`src/spec_pkg.sv`:
```
// ---------------------------------------------------------------------
// Shared widths, types and structs of the spectrum store
// Referenced by scoped names from every RTL module and the testbench
// Sized down to 32 bins and 8 waterfall rows for simulation
// ---------------------------------------------------------------------
`default_nettype none

package spec_pkg;

    localparam int BIN_BITS  = 5;   // 32 FFT bins
    localparam int ROW_BITS  = 3;   // 8 waterfall rows
    localparam int AMPL_BITS = 8;   // Log amplitude, about 2.7 dB per step

    typedef logic [AMPL_BITS-1:0] ampl_t;   // Log amplitude
    typedef logic [BIN_BITS-1:0]  bin_t;    // Bin index or memory address
    typedef logic [ROW_BITS-1:0]  row_t;    // Waterfall row

    // One log-magnitude sample from the FFT path
    typedef struct packed {
        bin_t  bin;
        ampl_t ampl;
    } bin_sample_t;

    // Decode to execute
    typedef struct packed {
        bin_t  addr;    // Half-swapped address
        ampl_t ampl;
        logic  close;   // Frame close, sampled from frame sync
        logic  decay;   // Peak decays by one step
    } bin_req_t;

    // Execute to result
    typedef struct packed {
        bin_t  addr;
        ampl_t spec;     // New max-hold value
        ampl_t peak;     // New peak-hold value
        logic  spec_en;
        logic  peak_en;
    } spec_wr_t;

    // Values returned to the display
    typedef struct packed {
        ampl_t spec;
        ampl_t peak;
        ampl_t wf;
    } disp_rd_t;

    typedef enum logic [1:0] {
        RMW_IDLE,
        RMW_FETCH,
        RMW_WRITE
    } rmw_state_t;

endpackage

`default_nettype wire
```
`src/spec_monitor_top.sv`:
```
// ---------------------------------------------------------------------
// Spectrum store top level, between the log stage and the display
// Decode, execute and result stages on the line-sync clock
// Bin strobe at T is readable from T+4, strobes 3 or more cycles apart
// ---------------------------------------------------------------------
`timescale 1ns/1ps
`default_nettype none

module spec_monitor_top #(
    parameter int WF_LINE_DIV = 4,  // FFT lines per waterfall row
    parameter int DECAY_BITS  = 3   // Peak decay every 8th frame
) (
    input  wire logic                  logfn_lineSync,
    input  wire logic                  global_rst,
    input  wire logic                  i_bin_valid,
    input  wire spec_pkg::bin_sample_t i_bin,
    input  wire logic                  i_frame_sync,
    input  wire logic                  i_line_done,
    input  wire spec_pkg::bin_t        i_rd_addr,
    input  wire spec_pkg::row_t        i_rd_row,
    output spec_pkg::disp_rd_t         o_rd
);

    // -----------------------------------------------------------------
    // Stage links
    // -----------------------------------------------------------------
    logic                 req_valid;
    spec_pkg::bin_req_t   req;
    spec_pkg::bin_t       rmw_addr;     // Engine read address
    spec_pkg::ampl_t      old_spec;
    spec_pkg::ampl_t      old_peak;
    spec_pkg::spec_wr_t   wr;

    bin_decode #(
        .DECAY_BITS(DECAY_BITS)
    ) u_bin_decode (
        .logfn_lineSync(logfn_lineSync),
        .global_rst    (global_rst),
        .i_bin_valid   (i_bin_valid),
        .i_bin         (i_bin),
        .i_frame_sync  (i_frame_sync),
        .o_req_valid   (req_valid),
        .o_req         (req)
    );

    spec_rmw u_spec_rmw (
        .logfn_lineSync(logfn_lineSync),
        .global_rst    (global_rst),
        .i_req_valid   (req_valid),
        .i_req         (req),
        .i_old_spec    (old_spec),
        .i_old_peak    (old_peak),
        .o_rd_addr     (rmw_addr),
        .o_wr          (wr)
    );

    waterfall_store #(
        .WF_LINE_DIV(WF_LINE_DIV)
    ) u_waterfall_store (
        .logfn_lineSync(logfn_lineSync),
        .global_rst    (global_rst),
        .i_wr          (wr),
        .i_line_done   (i_line_done),
        .i_rmw_addr    (rmw_addr),
        .o_old_spec    (old_spec),
        .o_old_peak    (old_peak),
        .i_rd_addr     (i_rd_addr),
        .i_rd_row      (i_rd_row),
        .o_rd          (o_rd)
    );

endmodule

`default_nettype wire

```
`src/waterfall_store.sv`:
```
// ---------------------------------------------------------------------
// Result stage: spectrum, peak and waterfall memories
// Update engine reads spectrum and peak through its own port, the
// display reads copies plus the waterfall, one cycle latency
// Waterfall row 0 is the newest completed line
// ---------------------------------------------------------------------
`timescale 1ns/1ps
`default_nettype none

module waterfall_store #(
    parameter int WF_LINE_DIV = 4   // FFT lines per waterfall row
) (
    input  wire logic               logfn_lineSync,
    input  wire logic               global_rst,
    input  wire spec_pkg::spec_wr_t i_wr,
    input  wire logic               i_line_done,
    input  wire spec_pkg::bin_t     i_rmw_addr,
    output spec_pkg::ampl_t         o_old_spec,
    output spec_pkg::ampl_t         o_old_peak,
    input  wire spec_pkg::bin_t     i_rd_addr,
    input  wire spec_pkg::row_t     i_rd_row,
    output spec_pkg::disp_rd_t      o_rd
);

    localparam int AW    = spec_pkg::BIN_BITS;
    localparam int DW    = spec_pkg::AMPL_BITS;
    localparam int WF_AW = spec_pkg::ROW_BITS + spec_pkg::BIN_BITS;
    localparam int DIV_W = (WF_LINE_DIV > 1) ? $clog2(WF_LINE_DIV) : 1;

    logic [DIV_W-1:0] line_div;
    spec_pkg::row_t   wr_line;      // Row being filled
    spec_pkg::row_t   rd_line;
    spec_pkg::ampl_t  disp_spec;
    spec_pkg::ampl_t  disp_peak;
    spec_pkg::ampl_t  disp_wf;

    // -----------------------------------------------------------------
    // Waterfall line pointer
    // -----------------------------------------------------------------
    always_ff @(posedge logfn_lineSync)
    begin
        if (global_rst)
        begin
            line_div <= '0;
            wr_line  <= '0;
        end
        else if (i_line_done)
        begin
            if (line_div == DIV_W'(WF_LINE_DIV - 1))
            begin
                line_div <= '0;
                wr_line  <= wr_line + 1'b1;   // Next row, wraps around
            end
            else
            begin
                line_div <= line_div + 1'b1;
            end
        end
    end

    assign rd_line = wr_line - spec_pkg::row_t'(1) - i_rd_row;   // Newest complete row first

    // Engine read ports
    spec_ram #(.DATA_W(DW), .ADDR_W(AW)) u_spec_ram (
        .logfn_lineSync(logfn_lineSync), .i_wr_en(i_wr.spec_en), .i_wr_addr(i_wr.addr),
        .i_wr_data(i_wr.spec), .i_rd_addr(i_rmw_addr), .o_rd_data(o_old_spec));
    spec_ram #(.DATA_W(DW), .ADDR_W(AW)) u_peak_ram (
        .logfn_lineSync(logfn_lineSync), .i_wr_en(i_wr.peak_en), .i_wr_addr(i_wr.addr),
        .i_wr_data(i_wr.peak), .i_rd_addr(i_rmw_addr), .o_rd_data(o_old_peak));

    // Display copies
    spec_ram #(.DATA_W(DW), .ADDR_W(AW)) u_spec_disp (
        .logfn_lineSync(logfn_lineSync), .i_wr_en(i_wr.spec_en), .i_wr_addr(i_wr.addr),
        .i_wr_data(i_wr.spec), .i_rd_addr(i_rd_addr), .o_rd_data(disp_spec));
    spec_ram #(.DATA_W(DW), .ADDR_W(AW)) u_peak_disp (
        .logfn_lineSync(logfn_lineSync), .i_wr_en(i_wr.peak_en), .i_wr_addr(i_wr.addr),
        .i_wr_data(i_wr.peak), .i_rd_addr(i_rd_addr), .o_rd_data(disp_peak));

    // Waterfall, every spectrum write lands in the current row
    spec_ram #(.DATA_W(DW), .ADDR_W(WF_AW)) u_wf_ram (
        .logfn_lineSync(logfn_lineSync), .i_wr_en(i_wr.spec_en),
        .i_wr_addr({wr_line, i_wr.addr}), .i_wr_data(i_wr.spec),
        .i_rd_addr({rd_line, i_rd_addr}), .o_rd_data(disp_wf));

    assign o_rd = '{spec: disp_spec, peak: disp_peak, wf: disp_wf};

endmodule

`default_nettype wire

```
`src/spec_rmw.sv`:
```
// ---------------------------------------------------------------------
// Execute stage: read-modify-write of the spectrum and peak memories
// IDLE takes a request and presents its address, FETCH applies the
// max-hold, clear and peak rules, WRITE pulses the write enables
// Requests outside IDLE are dropped
// ---------------------------------------------------------------------
`timescale 1ns/1ps
`default_nettype none

module spec_rmw (
    input  wire logic               logfn_lineSync,
    input  wire logic               global_rst,
    input  wire logic               i_req_valid,
    input  wire spec_pkg::bin_req_t i_req,
    input  wire spec_pkg::ampl_t    i_old_spec,
    input  wire spec_pkg::ampl_t    i_old_peak,
    output spec_pkg::bin_t          o_rd_addr,
    output spec_pkg::spec_wr_t      o_wr
);

    spec_pkg::rmw_state_t state;
    spec_pkg::bin_req_t   req_q;        // Captured request
    spec_pkg::ampl_t      spec_max;
    spec_pkg::ampl_t      peak_next;
    spec_pkg::ampl_t      wr_spec;
    spec_pkg::ampl_t      wr_peak;
    logic                 wr_spec_en;
    logic                 wr_peak_en;

    // Address straight from the request in IDLE so old data is back in FETCH
    assign o_rd_addr = (state == spec_pkg::RMW_IDLE) ? i_req.addr : req_q.addr;

    // Max hold within a frame
    assign spec_max = (i_old_spec < req_q.ampl) ? req_q.ampl : i_old_spec;

    // Peak follows the held max, or decays while the max is below it
    assign peak_next = (i_old_spec < i_old_peak) ?
                       (i_old_peak - spec_pkg::ampl_t'(req_q.decay)) : i_old_spec;

    // -----------------------------------------------------------------
    // FSM and write enables
    // -----------------------------------------------------------------
    always_ff @(posedge logfn_lineSync)
    begin
        if (global_rst)
        begin
            state      <= spec_pkg::RMW_IDLE;
            wr_spec_en <= 1'b0;
            wr_peak_en <= 1'b0;
        end
        else
        begin
            case (state)
                spec_pkg::RMW_IDLE:
                begin
                    if (i_req_valid)
                    begin
                        state <= spec_pkg::RMW_FETCH;
                    end
                end
                spec_pkg::RMW_FETCH:
                begin
                    state      <= spec_pkg::RMW_WRITE;
                    wr_spec_en <= 1'b1;
                    wr_peak_en <= req_q.close;    // Peak only taken at frame close
                end
                spec_pkg::RMW_WRITE:
                begin
                    state      <= spec_pkg::RMW_IDLE;
                    wr_spec_en <= 1'b0;
                    wr_peak_en <= 1'b0;
                end
                default:
                begin
                    state <= spec_pkg::RMW_IDLE;
                end
            endcase
        end
    end

    // Payload
    always_ff @(posedge logfn_lineSync)
    begin
        if ((state == spec_pkg::RMW_IDLE) && i_req_valid)
        begin
            req_q <= i_req;
        end
        if (state == spec_pkg::RMW_FETCH)
        begin
            wr_spec <= req_q.close ? '0 : spec_max;   // Clear for the new frame
            wr_peak <= peak_next;
        end
    end

    assign o_wr = '{addr: req_q.addr, spec: wr_spec, peak: wr_peak,
                    spec_en: wr_spec_en, peak_en: wr_peak_en};

endmodule

`default_nettype wire

```
`src/bin_decode.sv`:
```
// ---------------------------------------------------------------------
// Decode stage: registers each bin strobe into an update request
// Swaps the spectrum halves and tags frame close and peak decay
// One cycle from strobe to request
// ---------------------------------------------------------------------
`timescale 1ns/1ps
`default_nettype none

module bin_decode #(
    parameter int DECAY_BITS = 3    // Decay once per 2**DECAY_BITS frames
) (
    input  wire logic                 logfn_lineSync,
    input  wire logic                 global_rst,
    input  wire logic                 i_bin_valid,
    input  wire spec_pkg::bin_sample_t i_bin,
    input  wire logic                 i_frame_sync,
    output logic                      o_req_valid,
    output spec_pkg::bin_req_t        o_req
);

    localparam int MSB = spec_pkg::BIN_BITS - 1;

    logic                  sync_q;      // Frame sync, previous cycle
    logic                  sync_rise;
    logic [DECAY_BITS-1:0] decay_ctr;

    assign sync_rise = i_frame_sync & ~sync_q;

    // -----------------------------------------------------------------
    // Control: strobe pipeline, edge detect, decay counter
    // -----------------------------------------------------------------
    always_ff @(posedge logfn_lineSync)
    begin
        if (global_rst)
        begin
            o_req_valid <= 1'b0;
            sync_q      <= 1'b0;
            decay_ctr   <= '0;
        end
        else
        begin
            o_req_valid <= i_bin_valid;     // One-cycle pulse
            sync_q      <= i_frame_sync;
            if (sync_rise)
            begin
                decay_ctr <= decay_ctr - 1'b1;   // Counts down once per frame
            end
        end
    end

    // -----------------------------------------------------------------
    // Request payload, held between strobes
    // -----------------------------------------------------------------
    always_ff @(posedge logfn_lineSync)
    begin
        if (i_bin_valid)
        begin
            // Top bit inverted puts DC in the middle of the display
            o_req.addr  <= {~i_bin.bin[MSB], i_bin.bin[MSB-1:0]};
            o_req.ampl  <= i_bin.ampl;
            o_req.close <= i_frame_sync;           // Update lands in frame start
            o_req.decay <= (decay_ctr == '0);      // Decay frame
        end
    end

endmodule

`default_nettype wire

```
`src/spec_ram.sv`:
```
// ---------------------------------------------------------------------
// Simple dual-port RAM, one write port and one registered read port
// Contents start at zero like block RAM after configuration
// ---------------------------------------------------------------------
`timescale 1ns/1ps
`default_nettype none

module spec_ram #(
    parameter int DATA_W = 8,
    parameter int ADDR_W = 5
) (
    input  wire logic              logfn_lineSync,
    input  wire logic              i_wr_en,
    input  wire logic [ADDR_W-1:0] i_wr_addr,
    input  wire logic [DATA_W-1:0] i_wr_data,
    input  wire logic [ADDR_W-1:0] i_rd_addr,
    output logic      [DATA_W-1:0] o_rd_data
);

    localparam int DEPTH = 2 ** ADDR_W;

    logic [DATA_W-1:0] mem [0:DEPTH-1] = '{default: '0};   // Zero at start

    always_ff @(posedge logfn_lineSync)
    begin
        if (i_wr_en)
        begin
            mem[i_wr_addr] <= i_wr_data;
        end
        o_rd_data <= mem[i_rd_addr];   // Old data on a same-address collision
    end

endmodule

`default_nettype wire

```
`config.mk`:
```
export PLATFORM = sky130hd
export DESIGN_NAME = spec_monitor_top
export DESIGN_NICKNAME = d
export VERILOG_FILES = /design/src/spec_pkg.sv /design/src/spec_monitor_top.sv /design/src/waterfall_store.sv /design/src/spec_rmw.sv /design/src/bin_decode.sv /design/src/spec_ram.sv
export SDC_FILE = /design/constraint.sdc
export NUM_CORES = 2
export LEC_CHECK = 0
export BUFFER_PORTS_ARGS = -buffer_cell sky130_fd_sc_hd__buf_2
export CELL_PAD_IN_SITES_DETAIL_PLACEMENT = 0
export CELL_PAD_IN_SITES_GLOBAL_PLACEMENT = 1
export CORE_MARGIN = 3
export CORE_UTILIZATION = 31
export DETAILED_ROUTE_END_ITERATION = 6
export GPL_TIMING_DRIVEN = 0
export PLACE_DENSITY = 0.58
export SYNTH_ARGS = -nofsm -noshare
export SYNTH_HDL_FRONTEND = slang
export SYNTH_SLANG_ARGS = --single-unit
```
`constraint.sdc`:
```
create_clock -name logfn_lineSync -period 4.55 [get_ports logfn_lineSync]
set_input_delay 0.6825 -clock logfn_lineSync [delete_from_list [all_inputs] [get_ports logfn_lineSync]]
set_output_delay 0.6825 -clock logfn_lineSync [all_outputs]
set_load 0.03 [all_outputs]
```
==> impl_metrics.py <==
metrics = {
    "drt": {
        "drtIter0Drc": 8477,
        "ant_nets": 0,
        "vias": 58310,
        "avgRoutedWirePerCell_um": 36.26,
        "drt_first_pass_iters": 6,
        "drcViolationCount": 0,
        "route.detailed.vias_per_inst": 5.582,
        "wire_length_reported_by_the_detailed_router_um": 378800,
    },
    "critical_path": {
        "crit_fanout": 10,
        "setup.worst_path.start_class": "flop",
        "end_kind": "flop",
        "crit_type": "reg2reg",
        "worstPathRequired_ns": 5.27,
        "cp_data_arrival_time_ns": 5.39,
    },
    "pwr": {
        "cellPowerDensity_mw_per_mm2": 442.7,
        "ir_worst_vdd_mv": 0.3060,
        "power.leakage_uw": 0.03968,
    },
    "timing": {
        "setup_skew_ns": 0.06428,
        "slew_headroom": -0.07194,
        "shortest_period_the_worst_path_allows_ns": 4.669,
        "final-setup-viol-count": 15,
        "worst_slack_ns": -0.1194,
        "final-hold-violation-count": 0,
        "fmax_mhz": 214.2,
        "drv_slew": 41,
        "post-route-period-util": 1.026,
        "worst_slew_pin_slew_ns": 1.608,
        "rsz0062_at_grt": "false",
    },
    "place": {
        "dp_worst_setup_slack_ns": -1.734,
        "place.detailed.instances": 9902,
        "finalWeightedCongestion": 0.9117,
        "dpl.hpwl_um": 267300,
        "place.port_buffers": 46,
    },
    "clocking": {
        "worst_skew_pair.late_latency_ns": 0.93,
        "clock_tree.root_cell": "clkbuf_16",
        "clock_sink_count": 2660,
        "clkSlewWorstSetupHoldPaths_ns": 0.06,
        "h_tree_depth": 5,
        "tritoncts": "done",
        "cts-buffers-inserted": 293,
        "clock_tree.buffer_depth": 4,
    },
    "die": {
        "die_height_um": 594.4,
        "initial_core_util": 0.3122,
        "rows": 215,
        "die_width_um": 594.4,
        "core_area_mm2": 0.3438,
        "io_pins": 50,
        "design.die.area_mm2": 0.3534,
    },
    "status": {
        "failed_checks": "max-capacitance violations, max-slew violations, negative setup slack",
        "outcome": "finished with violations",
    },
    "yosys": {
        "synth-async-reset-ratio": 0,
        "yosys-top-cells-count": "edfxtp_1 (2606), mux4_2 (723), nor2_1 (356), mux2i_1 (284), nand2_1 (181)",
        "count_of_cell_types_in_the_netlist": 66,
        "seq_cells_post_synth": 2660,
        "synth-edff-count": 2606,
        "mappedNetlistArea_mm2": 0.1073,
        "synthDominantAreaCellType": "edfxtp_1",
        "yosysSeqAreaShare": 0.7391,
        "synth.yosys.warnings": 0,
        "synth_area_leaders": "edfxtp_1 (73%), mux4_2 (15%), mux2i_1 (2.6%)",
        "post-synth-top-area-fraction": 0.7290,
        "syn_avg_cell_area_um2": 20.68,
        "postSynthCellCount": 5190,
        "most_common_cell_in_the_synthesized_netlist": "edfxtp_1",
        "syn-num-nets": 5242,
        "ys.flop_type": "edfxtp_1",
    },
    "cells_and_area": {
        "post_layout_nonfiller_instances": 10450,
        "final_layout_size_suffix_gt1_frac": 0.2636,
        "area_growth_pct": 17.10,
        "num-nets-final": 5709,
    },
    "grt": {
        "globalRouteTotalUtil": 0.2099,
        "antenna_found_initial": 27,
        "grt_start_max_net_pins": 36,
        "grt_first_pass_wirelength_um": 508700,
        "first_global_vias": 57390,
        "globalRoute.totalOverflow": 0,
    },
    "flow_run": {
        "maxCapViolCount": 4,
    },
    "min_path": {
        "hold_path.class": "in2reg",
    },
}
[routing by layer]
metal / track usage / up-vias / share of wire
met1: 0.2907 / 31930 / 0.41
li1: - / 22620 / -
met5: 0 / - / 0
met4: 0.07012 / 0 / 0.037
met3: 0.04417 / 529 / 0.094
met2: 0.3292 / 3239 / 0.46
[cell families (layout without fill, tap and decap cells)]
logic type,count (synthesis),after routing,synth area share
buffers and inverters,348,1035,0.01993
AND/OR/NAND/NOR,750,750,0.03014
adder cells (fa/ha/maj),26,26,0.003101
XOR/XNOR,11,11,0.001166
other,0,13,0
AO/OA/AOI/OAI,330,330,0.02091
flip-flops,2660,2660,0.7391
multiplexers,1065,1065,0.1857
[placed cells by master, fill, tap and decap left out, types with 26 or more instances in the layout]
cell,instances
edfxtp_1,2606
inv_1,26
clkbuf_16,301
clkinv_1,50
mux2_2,48
buf_12,35
o21ai_0,44
buf_2,128
nand3_1,119
mux4_2,723
clkbuf_2,26
a21oi_1,41
clkinv_2,49
nand4_1,29
nor2_1,349
nand2_1,180
buf_16,90
dfxtp_1,54
mux2i_1,283
a22oi_1,112
o22ai_1,60
clkbuf_1,181
[final timing paths]
check,from,to,slack [ns],cells after the start
setup / recovery,u_waterfall_store.wr_line[0],u_waterfall_store.u_wf_ram.o_rd_data[5],-0.12,9
hold / removal,global_rst,u_bin_decode.o_req_valid,0.14,2
setup reg to reg,u_waterfall_store.wr_line[0],u_waterfall_store.u_wf_ram.o_rd_data[5],-0.12,9
hold reg to reg,u_bin_decode.o_req[8],u_spec_rmw.req_q[8],0.43,0
[power by group]
group,leakage [uW],internal (uW),switching (uW),total [uW]
sequential,0.0239,27200,238,27500
combinational,0.0112,1700,3050,4750
clock,0.00451,13400,10000,23400
total,0.0397,42300,13300,55600
[stage by stage]
stage / cell area, um2 / power [uW] / TNS, ns / util / hold WS [ns]
after floorplan: 107300 / 30380 / 0 / - / 0.4003
after global placement: 113300 / 32560 / - / 0.3295 / 0.4115
after detailed placement: 116100 / 32700 / -19.54 / 0.3378 / 0.4056
after CTS: 125600 / 55880 / 0 / 0.3654 / 0.09395
after global routing: 125700 / 57000 / 0 / 0.3656 / 0.1263
final: 125700 / 55650 / -0.4870 / 0.3656 / 0.1358
[critical path: stages, from the launching register on]
cell and delay (ns):
dfxtp_1 0.34, ha_1 0.39, buf_2 0.26, buf_2 0.33
nor2_1 0.15, nand2_1 0.60, o22ai_1 0.37, o311ai_0 0.46
o211ai_1 0.51, a2111oi_2 1.01
[what timing repair did]
item | 4_1_cts | 5_1_grt
hold buffers | 14 | 0
endpoints found under the setup margin | 16 | 65
gates resized for setup | 25 | 5
hold endpoints to repair | 15 | 0
setup buffers | 0 | 3
[area by class of cell]
class	count	area, um2
Multi-Input combinational cell	2182	25990
Clock inverter	146	1393
Fill cell	31640	218100
Inverter	28	105.1
Buffer	320	2096
Tap cell	4557	5702
Timing Repair Buffer	172	3212
Antenna cell	13	32.53
Sequential cell	2660	79340
Clock buffer	369	7828
[flip-flops by register name (all words and copies together) (netlist names)]
name,count
u_bin_decode.o_req_valid,1
u_spec_rmw.wr_peak,8
u_waterfall_store.u_wf_ram.o_rd_data,8
u_waterfall_store.u_peak_disp.o_rd_data,8
u_bin_decode.sync_q,1
u_waterfall_store.wr_line,3
u_spec_rmw.o_wr,5
u_bin_decode.decay_ctr,3
u_spec_rmw.wr_spec,8
u_spec_rmw.wr_spec_en,1
u_waterfall_store.u_peak_ram.o_rd_data,8
u_waterfall_store.u_spec_disp.o_rd_data,8
u_waterfall_store.u_peak_ram.mem,256
u_spec_rmw.state,2
u_waterfall_store.u_spec_ram.o_rd_data,8
u_spec_rmw.req_q,10
u_spec_rmw.wr_peak_en,1
u_bin_decode.o_req,15
u_waterfall_store.line_div,2
u_waterfall_store.u_wf_ram.mem,2048
u_waterfall_store.u_spec_ram.mem,256
Power figures use the tool's default switching activity.
